$ cat src/mips_defines.svh
// Width and count macros for the MIPS32 writeback back end; include wherever a width is needed.
`ifndef MIPS_DEFINES_SVH
`define MIPS_DEFINES_SVH

// data word width.
`define DATA_W 32

// general register count and index width.
`define REG_NUM 32
`define REG_AW 5

// alu opcode width.
`define ALUOP_W 8

`endif

$ cat src/cpu_types_pkg.sv
// Vector types for words, addresses and register indices, imported by the writeback RTL.
`include "mips_defines.svh"

package cpu_types_pkg;

    // one data word.
    typedef logic [`DATA_W-1:0] word_t;

    // virtual address as wide as a word on MIPS32.
    typedef logic [`DATA_W-1:0] addr_t;

    // general register index.
    typedef logic [`REG_AW-1:0] reg_addr_t;

    // hi in the upper half, lo in the lower half.
    typedef logic [2*`DATA_W-1:0] dword_t;

endpackage

$ cat src/alu_op_pkg.sv
// ALU opcode type and the opcode values seen by writeback; import to decode loads.
`include "mips_defines.svh"

package alu_op_pkg;

    typedef logic [`ALUOP_W-1:0] alu_op_t;

    localparam alu_op_t ALU_NOP = 8'h00;
    // stands for every op whose result comes from the alu.
    localparam alu_op_t ALU_ADD = 8'h01;
    localparam alu_op_t ALU_SW  = 8'h3c;

    // loads.
    localparam alu_op_t ALU_LB  = 8'h30;
    localparam alu_op_t ALU_LBU = 8'h31;
    localparam alu_op_t ALU_LH  = 8'h32;
    localparam alu_op_t ALU_LHU = 8'h33;
    localparam alu_op_t ALU_LW  = 8'h34;
    localparam alu_op_t ALU_LWL = 8'h35;
    localparam alu_op_t ALU_LWR = 8'h36;

    // true when the register result comes from memory data.
    function automatic logic is_load(alu_op_t op);
        return op inside {ALU_LB, ALU_LBU, ALU_LH, ALU_LHU, ALU_LW, ALU_LWL, ALU_LWR};
    endfunction

endpackage

$ cat src/wb_if.sv
// Interfaces for the MEM/WB record and the register commit write inside the writeback top.
`timescale 1ns/10ps

interface wb_stage_if;
    import cpu_types_pkg::*;
    import alu_op_pkg::*;

    addr_t     pc;
    alu_op_t   aluop;
    word_t     alures;
    // old destination value that lwl and lwr merge into.
    word_t     opr2;
    addr_t     m_vaddr;
    word_t     m_rdata;
    logic      wreg;
    reg_addr_t wraddr;
    logic      whilo;
    dword_t    hilo;

    modport src (output pc, aluop, alures, opr2, m_vaddr, m_rdata,
                 output wreg, wraddr, whilo, hilo);
    modport dst (input pc, aluop, alures, opr2, m_vaddr, m_rdata,
                 input wreg, wraddr, whilo, hilo);
endinterface

interface rf_write_if;
    import cpu_types_pkg::*;

    logic      wen;
    reg_addr_t waddr;
    word_t     wdata;
    logic      whilo;
    dword_t    hilo;

    modport src (output wen, waddr, wdata, whilo, hilo);
    modport dst (input wen, waddr, wdata, whilo, hilo);
endinterface

$ cat src/mem_wb_reg.sv
// MEM/WB pipeline register; captures the memory-stage record, holds on stall, bubbles on flush.
`timescale 1ns/10ps

module mem_wb_reg (
    input  logic                  clk,
    input  logic                  rst,
    input  logic                  stall,
    input  logic                  flush,
    input  cpu_types_pkg::addr_t     mem_pc,
    input  alu_op_pkg::alu_op_t      mem_aluop,
    input  cpu_types_pkg::word_t     mem_alures,
    input  cpu_types_pkg::word_t     mem_opr2,
    input  cpu_types_pkg::addr_t     mem_m_vaddr,
    input  cpu_types_pkg::word_t     mem_m_rdata,
    input  logic                  mem_wreg,
    input  cpu_types_pkg::reg_addr_t mem_wraddr,
    input  logic                  mem_whilo,
    input  cpu_types_pkg::dword_t    mem_hilo,
    wb_stage_if.src               wb
);
    import alu_op_pkg::*;

    always_ff @(posedge clk or posedge rst) begin
        if (rst) begin
            wb.pc      <= '0;
            wb.aluop   <= ALU_NOP;
            wb.alures  <= '0;
            wb.opr2    <= '0;
            wb.m_vaddr <= '0;
            wb.m_rdata <= '0;
            wb.wreg    <= 1'b0;
            wb.wraddr  <= '0;
            wb.whilo   <= 1'b0;
            wb.hilo    <= '0;
        end else if (flush) begin
            // flush beats stall.
            wb.pc      <= '0;
            wb.aluop   <= ALU_NOP;
            wb.alures  <= '0;
            wb.opr2    <= '0;
            wb.m_vaddr <= '0;
            wb.m_rdata <= '0;
            wb.wreg    <= 1'b0;
            wb.wraddr  <= '0;
            wb.whilo   <= 1'b0;
            wb.hilo    <= '0;
        end else if (!stall) begin
            wb.pc      <= mem_pc;
            wb.aluop   <= mem_aluop;
            wb.alures  <= mem_alures;
            wb.opr2    <= mem_opr2;
            wb.m_vaddr <= mem_m_vaddr;
            wb.m_rdata <= mem_m_rdata;
            wb.wreg    <= mem_wreg;
            wb.wraddr  <= mem_wraddr;
            wb.whilo   <= mem_whilo;
            wb.hilo    <= mem_hilo;
        end
    end

    // a flushed record must not reach the register file.
    a_flush_bubble: assert property (@(posedge clk) disable iff (rst)
        flush |=> (!wb.wreg && !wb.whilo))
        else $error("write enable set after flush");

    a_no_x: assert property (@(posedge clk) !rst |->
        !$isunknown({wb.pc, wb.aluop, wb.alures, wb.opr2, wb.m_vaddr,
                     wb.m_rdata, wb.wreg, wb.wraddr, wb.whilo, wb.hilo}))
        else $error("unknown field in MEM/WB record");

endmodule

$ cat src/wb_load_align.sv
// Writeback datapath; picks the alu result or the aligned load data and forms the commit write.
`timescale 1ns/10ps

module wb_load_align (
    wb_stage_if.dst wb,
    rf_write_if.src cm
);
    import cpu_types_pkg::*;
    import alu_op_pkg::*;

    logic [1:0]  off;
    logic [7:0]  ld_byte;
    logic [15:0] ld_half;
    word_t       ld_data;

    // memory data is little-endian.
    assign off     = wb.m_vaddr[1:0];
    assign ld_byte = wb.m_rdata[{off, 3'b000} +: 8];
    assign ld_half = off[1] ? wb.m_rdata[31:16] : wb.m_rdata[15:0];

    always_comb begin
        case (wb.aluop)
            ALU_LB:  ld_data = {{24{ld_byte[7]}}, ld_byte};
            ALU_LBU: ld_data = {24'h000000, ld_byte};
            ALU_LH:  ld_data = {{16{ld_half[15]}}, ld_half};
            ALU_LHU: ld_data = {16'h0000, ld_half};
            // lwl fills the register from the top down.
            ALU_LWL: begin
                case (off)
                    2'd0:    ld_data = {wb.m_rdata[7:0], wb.opr2[23:0]};
                    2'd1:    ld_data = {wb.m_rdata[15:0], wb.opr2[15:0]};
                    2'd2:    ld_data = {wb.m_rdata[23:0], wb.opr2[7:0]};
                    default: ld_data = wb.m_rdata;
                endcase
            end
            // lwr fills it from the bottom up.
            ALU_LWR: begin
                case (off)
                    2'd0:    ld_data = wb.m_rdata;
                    2'd1:    ld_data = {wb.opr2[31:24], wb.m_rdata[31:8]};
                    2'd2:    ld_data = {wb.opr2[31:16], wb.m_rdata[31:16]};
                    default: ld_data = {wb.opr2[31:8], wb.m_rdata[31:24]};
                endcase
            end
            default: ld_data = wb.m_rdata;
        endcase
    end

    assign cm.wdata = is_load(wb.aluop) ? ld_data : wb.alures;
    assign cm.wen   = wb.wreg;
    assign cm.waddr = wb.wraddr;
    assign cm.whilo = wb.whilo;
    assign cm.hilo  = wb.hilo;

    // address errors are caught before writeback.
    always_comb begin
        if (wb.aluop == ALU_LH || wb.aluop == ALU_LHU) begin
            a_half_aligned: assert (!wb.m_vaddr[0])
                else $error("halfword load at odd address %h", wb.m_vaddr);
        end
    end

endmodule

$ cat src/reg_file_hilo.sv
// General register file with HI/LO; commits the writeback result and exposes one read port.
`timescale 1ns/10ps
`include "mips_defines.svh"

module reg_file_hilo (
    input  logic                     clk,
    input  logic                     rst,
    rf_write_if.dst                  cm,
    input  cpu_types_pkg::reg_addr_t rd_addr,
    output cpu_types_pkg::word_t     rd_data,
    output cpu_types_pkg::word_t     hi,
    output cpu_types_pkg::word_t     lo
);
    import cpu_types_pkg::*;

    // register 0 has no storage.
    word_t gpr [1:`REG_NUM-1];

    always_ff @(posedge clk or posedge rst) begin
        if (rst) begin
            for (int i = 1; i < `REG_NUM; i++) begin
                gpr[i] <= '0;
            end
        end else if (cm.wen && cm.waddr != '0) begin
            gpr[cm.waddr] <= cm.wdata;
        end
    end

    always_ff @(posedge clk or posedge rst) begin
        if (rst) begin
            hi <= '0;
            lo <= '0;
        end else if (cm.whilo) begin
            hi <= cm.hilo[2*`DATA_W-1:`DATA_W];
            lo <= cm.hilo[`DATA_W-1:0];
        end
    end

    // no bypass of the write in flight.
    assign rd_data = (rd_addr == '0) ? '0 : gpr[rd_addr];

    a_zero_reg: assert property (@(posedge clk) disable iff (rst)
        (rd_addr == '0) |-> (rd_data == '0))
        else $error("register 0 reads %h", rd_data);

endmodule

$ cat src/mem_wb_top.sv
// Writeback back-end top; MEM/WB register, load alignment and register file behind plain ports.
`timescale 1ns/10ps

module mem_wb_top (
    input  logic                     clk,
    input  logic                     rst,
    input  logic                     stall,
    input  logic                     flush,
    input  cpu_types_pkg::addr_t     mem_pc,
    input  alu_op_pkg::alu_op_t      mem_aluop,
    input  cpu_types_pkg::word_t     mem_alures,
    input  cpu_types_pkg::word_t     mem_opr2,
    input  cpu_types_pkg::addr_t     mem_m_vaddr,
    input  cpu_types_pkg::word_t     mem_m_rdata,
    input  logic                     mem_wreg,
    input  cpu_types_pkg::reg_addr_t mem_wraddr,
    input  logic                     mem_whilo,
    input  cpu_types_pkg::dword_t    mem_hilo,
    output cpu_types_pkg::addr_t     wb_pc,
    input  cpu_types_pkg::reg_addr_t rd_addr,
    output cpu_types_pkg::word_t     rd_data,
    output cpu_types_pkg::word_t     hi,
    output cpu_types_pkg::word_t     lo
);

    wb_stage_if wb_bus ();
    rf_write_if cm_bus ();

    mem_wb_reg u_mem_wb_reg (
        .clk         (clk),
        .rst         (rst),
        .stall       (stall),
        .flush       (flush),
        .mem_pc      (mem_pc),
        .mem_aluop   (mem_aluop),
        .mem_alures  (mem_alures),
        .mem_opr2    (mem_opr2),
        .mem_m_vaddr (mem_m_vaddr),
        .mem_m_rdata (mem_m_rdata),
        .mem_wreg    (mem_wreg),
        .mem_wraddr  (mem_wraddr),
        .mem_whilo   (mem_whilo),
        .mem_hilo    (mem_hilo),
        .wb          (wb_bus.src)
    );

    wb_load_align u_wb_load_align (
        .wb (wb_bus.dst),
        .cm (cm_bus.src)
    );

    reg_file_hilo u_reg_file_hilo (
        .clk     (clk),
        .rst     (rst),
        .cm      (cm_bus.dst),
        .rd_addr (rd_addr),
        .rd_data (rd_data),
        .hi      (hi),
        .lo      (lo)
    );

    assign wb_pc = wb_bus.pc;

endmodule

$ cat config.mk
export PLATFORM = sky130hd
export DESIGN_NAME = mem_wb_top
export DESIGN_NICKNAME = d
export VERILOG_FILES = /design/src/cpu_types_pkg.sv /design/src/alu_op_pkg.sv /design/src/wb_if.sv /design/src/mem_wb_reg.sv /design/src/wb_load_align.sv /design/src/reg_file_hilo.sv /design/src/mem_wb_top.sv
export VERILOG_INCLUDE_DIRS = /design/src
export SDC_FILE = /design/constraint.sdc
export NUM_CORES = 2
export LEC_CHECK = 0
export ABC_AREA = 1
export BUFFER_PORTS_ARGS = -buffer_cell sky130_fd_sc_hd__buf_4
export CAP_MARGIN = 25
export CORE_MARGIN = 10
export CORE_UTILIZATION = 55
export DETAILED_ROUTE_END_ITERATION = 6
export PLACE_DENSITY_LB_ADDON = 0.05
export SETUP_SLACK_MARGIN = 0.2
export SLEW_MARGIN = 40
export SYNTH_ARGS = -nofsm -noshare
export SYNTH_HDL_FRONTEND = slang
export SYNTH_SLANG_ARGS = --single-unit
$ cat constraint.sdc
create_clock -name clk -period 41 [get_ports clk]
set_clock_uncertainty 0.1 [all_clocks]
set_input_delay 8.2 -clock clk [delete_from_list [all_inputs] [get_ports clk]]
set_output_delay 8.2 -clock clk [all_outputs]
set_load 0.01 [all_outputs]
==> results.json <==
{
  "seq_area_mm2": 0.0317,
  "synth_area_leaders": "dfrtp_1 (52%), nand2_1 (22%), nand3_1 (7.4%), o21ai_0 (3.8%), a21oi_1 (2.8%)",
  "yosysTopAreaCellShare": 0.520,
  "cts.sinks": 1265,
  "hp-class": "reg2reg",
  "fin_cells": 9624,
  "setup_viol": 0,
  "final.min_clock_period_ps": 20540,
  "synth_area_mm2": 0.0609,
  "path_cells": "buf_8, buf_4, buf_4, buf_4, nand2_1, nand3_1, o211ai_1, nand3_1, nand3_1, nand2_1, buf_4",
  "crit_required_ps": 32700,
  "drv_slew": 0,
  "post_cts_resized": 0,
  "dr.pass1.iters": 6,
  "fin_util": 0.625,
  "p_leak_nw": 35.8,
  "fin_nets": 8285,
  "hold_viol": 0,
  "cts_tree": "built",
  "areaGrowthSynthToFinish_pct": 12.2,
  "htreeDepth": 4,
  "layout-drive-gt1-share": 0.0979,
  "wirelength_um": 215000,
  "start_kind": "input pin",
  "cts_setup_buffers": 0,
  "clock.fmax_mhz": 48.7,
  "start_util": 0.557,
  "irDropWorstVdd_mv": 0.0413,
  "die_x_um": 353,
  "syn_inst": 8061,
  "syn_avg_cell_area_um2": 7.55,
  "drc": 0,
  "stdcell_area_mm2": 0.0683,
  "ys_warn_count": 0,
  "die_y_um": 353,
  "cts_buffers": 140,
  "dr_total_vias": 56000,
  "rsz0062_at_grt": "no",
  "port_buffers": 345,
  "placed_cells": 9371,
  "worst_slew_pin_slew_ps": 952,
  "gp_congestion": 0.889,
  "n_fill_cell": 9808,
  "synth_seq_cells": 1265,
  "antenna_left": 0,
  "grt_usage": 0.335,
  "die_area_mm2": 0.124,
  "critPathKind": "in2out",
  "fin_ws_ps": 20460,
  "reg2regPathDepth": 8,
  "crit_path_end_kind": "primary output",
  "max_cap_viol_count": 0,
  "grt_max_degree": 156,
  "run_status": "complete, no violations",
  "synth_top_cell_by_area": "dfrtp_1",
  "multi_input_area_mm2": 0.0251,
  "hold-path-cell-count": 2,
  "worstSkewPairLatency_ps": 780,
  "fp-row-count": 121,
  "grt_pass1_wl_um": 326000,
  "dp_hpwl_um": 122000,
  "fp.coreArea_mm2": 0.109,
  "ys_seq_area_frac": 0.520,
  "pin_count": 376,
  "viasPerCell": 5.82,
  "max_slew_margin": 0.365,
  "critPathMaxStageDelay_ps": 740,
  "antenna_found_initial": 5,
  "power_mw": 3.10,
  "grt_overflow": 0,
  "ctsHoldBuffers": 0,
  "cts_root_buf": "clkbuf_16",
  "place_ws_ps": 20600,
  "synth_nets": 8309,
  "cts_buffer_depth": 3,
  "mostFrequentLayoutCell": "nand2_1",
  "mostFrequentLayoutCells": "nand2_1 (3,617), dfrtp_1 (1,264), nand3_1 (902)",
  "clkTransAtPathRegs_ps": 60,
  "holdWs_ps": 374,
  "fin_tns_setup_ps": 0,
  "ys_types": 28,
  "wl_per_cell_um": 22.3,
  "period_share": 0.501,
  "cp.arrival_ps": 12240,
  "drtIter0Drc": 7095,
  "critPathSlowestCell": "buf_4",
  "critPathMaxFanout": 95,
  "first_global_vias": 53300,
  "place_area_mm2": 0.0635,
  "p_per_area_mw_per_mm2": 45.3,
  "cp_common_cell": "buf_4"
}
==> Yosys cell counts <==
cell type and instances:
a21oi_1 342, a21oi_2 9, buf_1 41, buf_2 128, buf_4 31, buf_6 59, clkbuf_1 377, dfrtp_1 1265
inv_1 301, inv_2 8, inv_4 1, nand2_1 3619, nand2_2 23, nand2_4 3, nand3_1 903, nand3_4 2
nand3b_1 5, nand4_1 2, nor2_1 289, nor2_2 5, nor2_4 1, nor2_8 2, nor3_1 13, nor3_4 1
o211ai_1 131, o21ai_0 466, o21ai_1 1, o22ai_1 33
==> per-layer routing <==
metal	up-vias	global-route usage	routed length, um
li1	25500	-	-
met1	27100	0.448	84600
met2	2921	0.530	99500
met3	480	0.0718	22100
met4	4	0.135	8200
met5	-	0	20
==> area by class of cell <==
cell class	count	area share
Tap cell	1476	0.0270
Multi-Input combinational cell	5850	0.368
Timing Repair Buffer	470	0.0544
Clock buffer	212	0.0615
Antenna cell	3	0.000110
Sequential cell	1265	0.464
Inverter	310	0.0181
Clock inverter	38	0.00722
==> flip-flops by register name (all words and copies together) (netlist names) <==
signal / count
u_mem_wb_reg.wb.whilo: 1
u_mem_wb_reg.wb.opr2: 32
u_mem_wb_reg.wb.m_rdata: 32
u_mem_wb_reg.wb.hilo: 64
u_mem_wb_reg.wb.pc: 32
u_reg_file_hilo.hi: 32
u_mem_wb_reg.wb.alures: 32
u_reg_file_hilo.lo: 32
u_mem_wb_reg.wb.wreg: 1
u_mem_wb_reg.wb.wraddr: 5
u_mem_wb_reg.wb.aluop: 8
u_reg_file_hilo.gpr: 992
u_mem_wb_reg.wb.m_vaddr: 2
==> path summary, 6_finish.rpt <==
| path | start | end | slack [ps] |
|---|---|---|---|
| max | rd_addr[0] | rd_data[17] | 20460 |
| min | u_mem_wb_reg.wb.hilo[32]$_DFFE_PP0P_ | u_reg_file_hilo.hi[0]$_DFFE_PP0P_ | 370 |
| max reg2reg | u_mem_wb_reg.wb.wraddr[1]$_DFFE_PP0P_ | u_reg_file_hilo.gpr[451]$_DFFE_PP0P_ | 37560 |
| min reg2reg | u_mem_wb_reg.wb.hilo[32]$_DFFE_PP0P_ | u_reg_file_hilo.hi[0]$_DFFE_PP0P_ | 370 |
| max in group asynchronous | rst | u_reg_file_hilo.gpr[488]$_DFFE_PP0P_ | 30330 |
| min in group asynchronous | rst | u_reg_file_hilo.gpr[751]$_DFFE_PP0P_ | 7440 |
==> power by group <==
part           internal, mW  leakage (nW)  total (mW)  switching, mW
combinational         0.125          16.3       0.389          0.264
clock                 0.769          2.31        1.29          0.525
sequential             1.35          17.2        1.41         0.0584
==> worst max-delay path, delay by kind of cell <==
family | cells | cell delay (ps)
AOI/OAI and AO/OA | 1 | 100
and+or+nand+nor | 5 | 1090
buffers and inverters | 5 | 2760
==> kinds of logic after synthesis <==
| logic type | synth area share |
|---|---|
| and+or+nand+nor | 0.322 |
| DFF | 0.520 |
| AOI/OAI and AO/OA | 0.0874 |
| buffers and inverters | 0.0702 |
(Power assumes the default switching activity.)
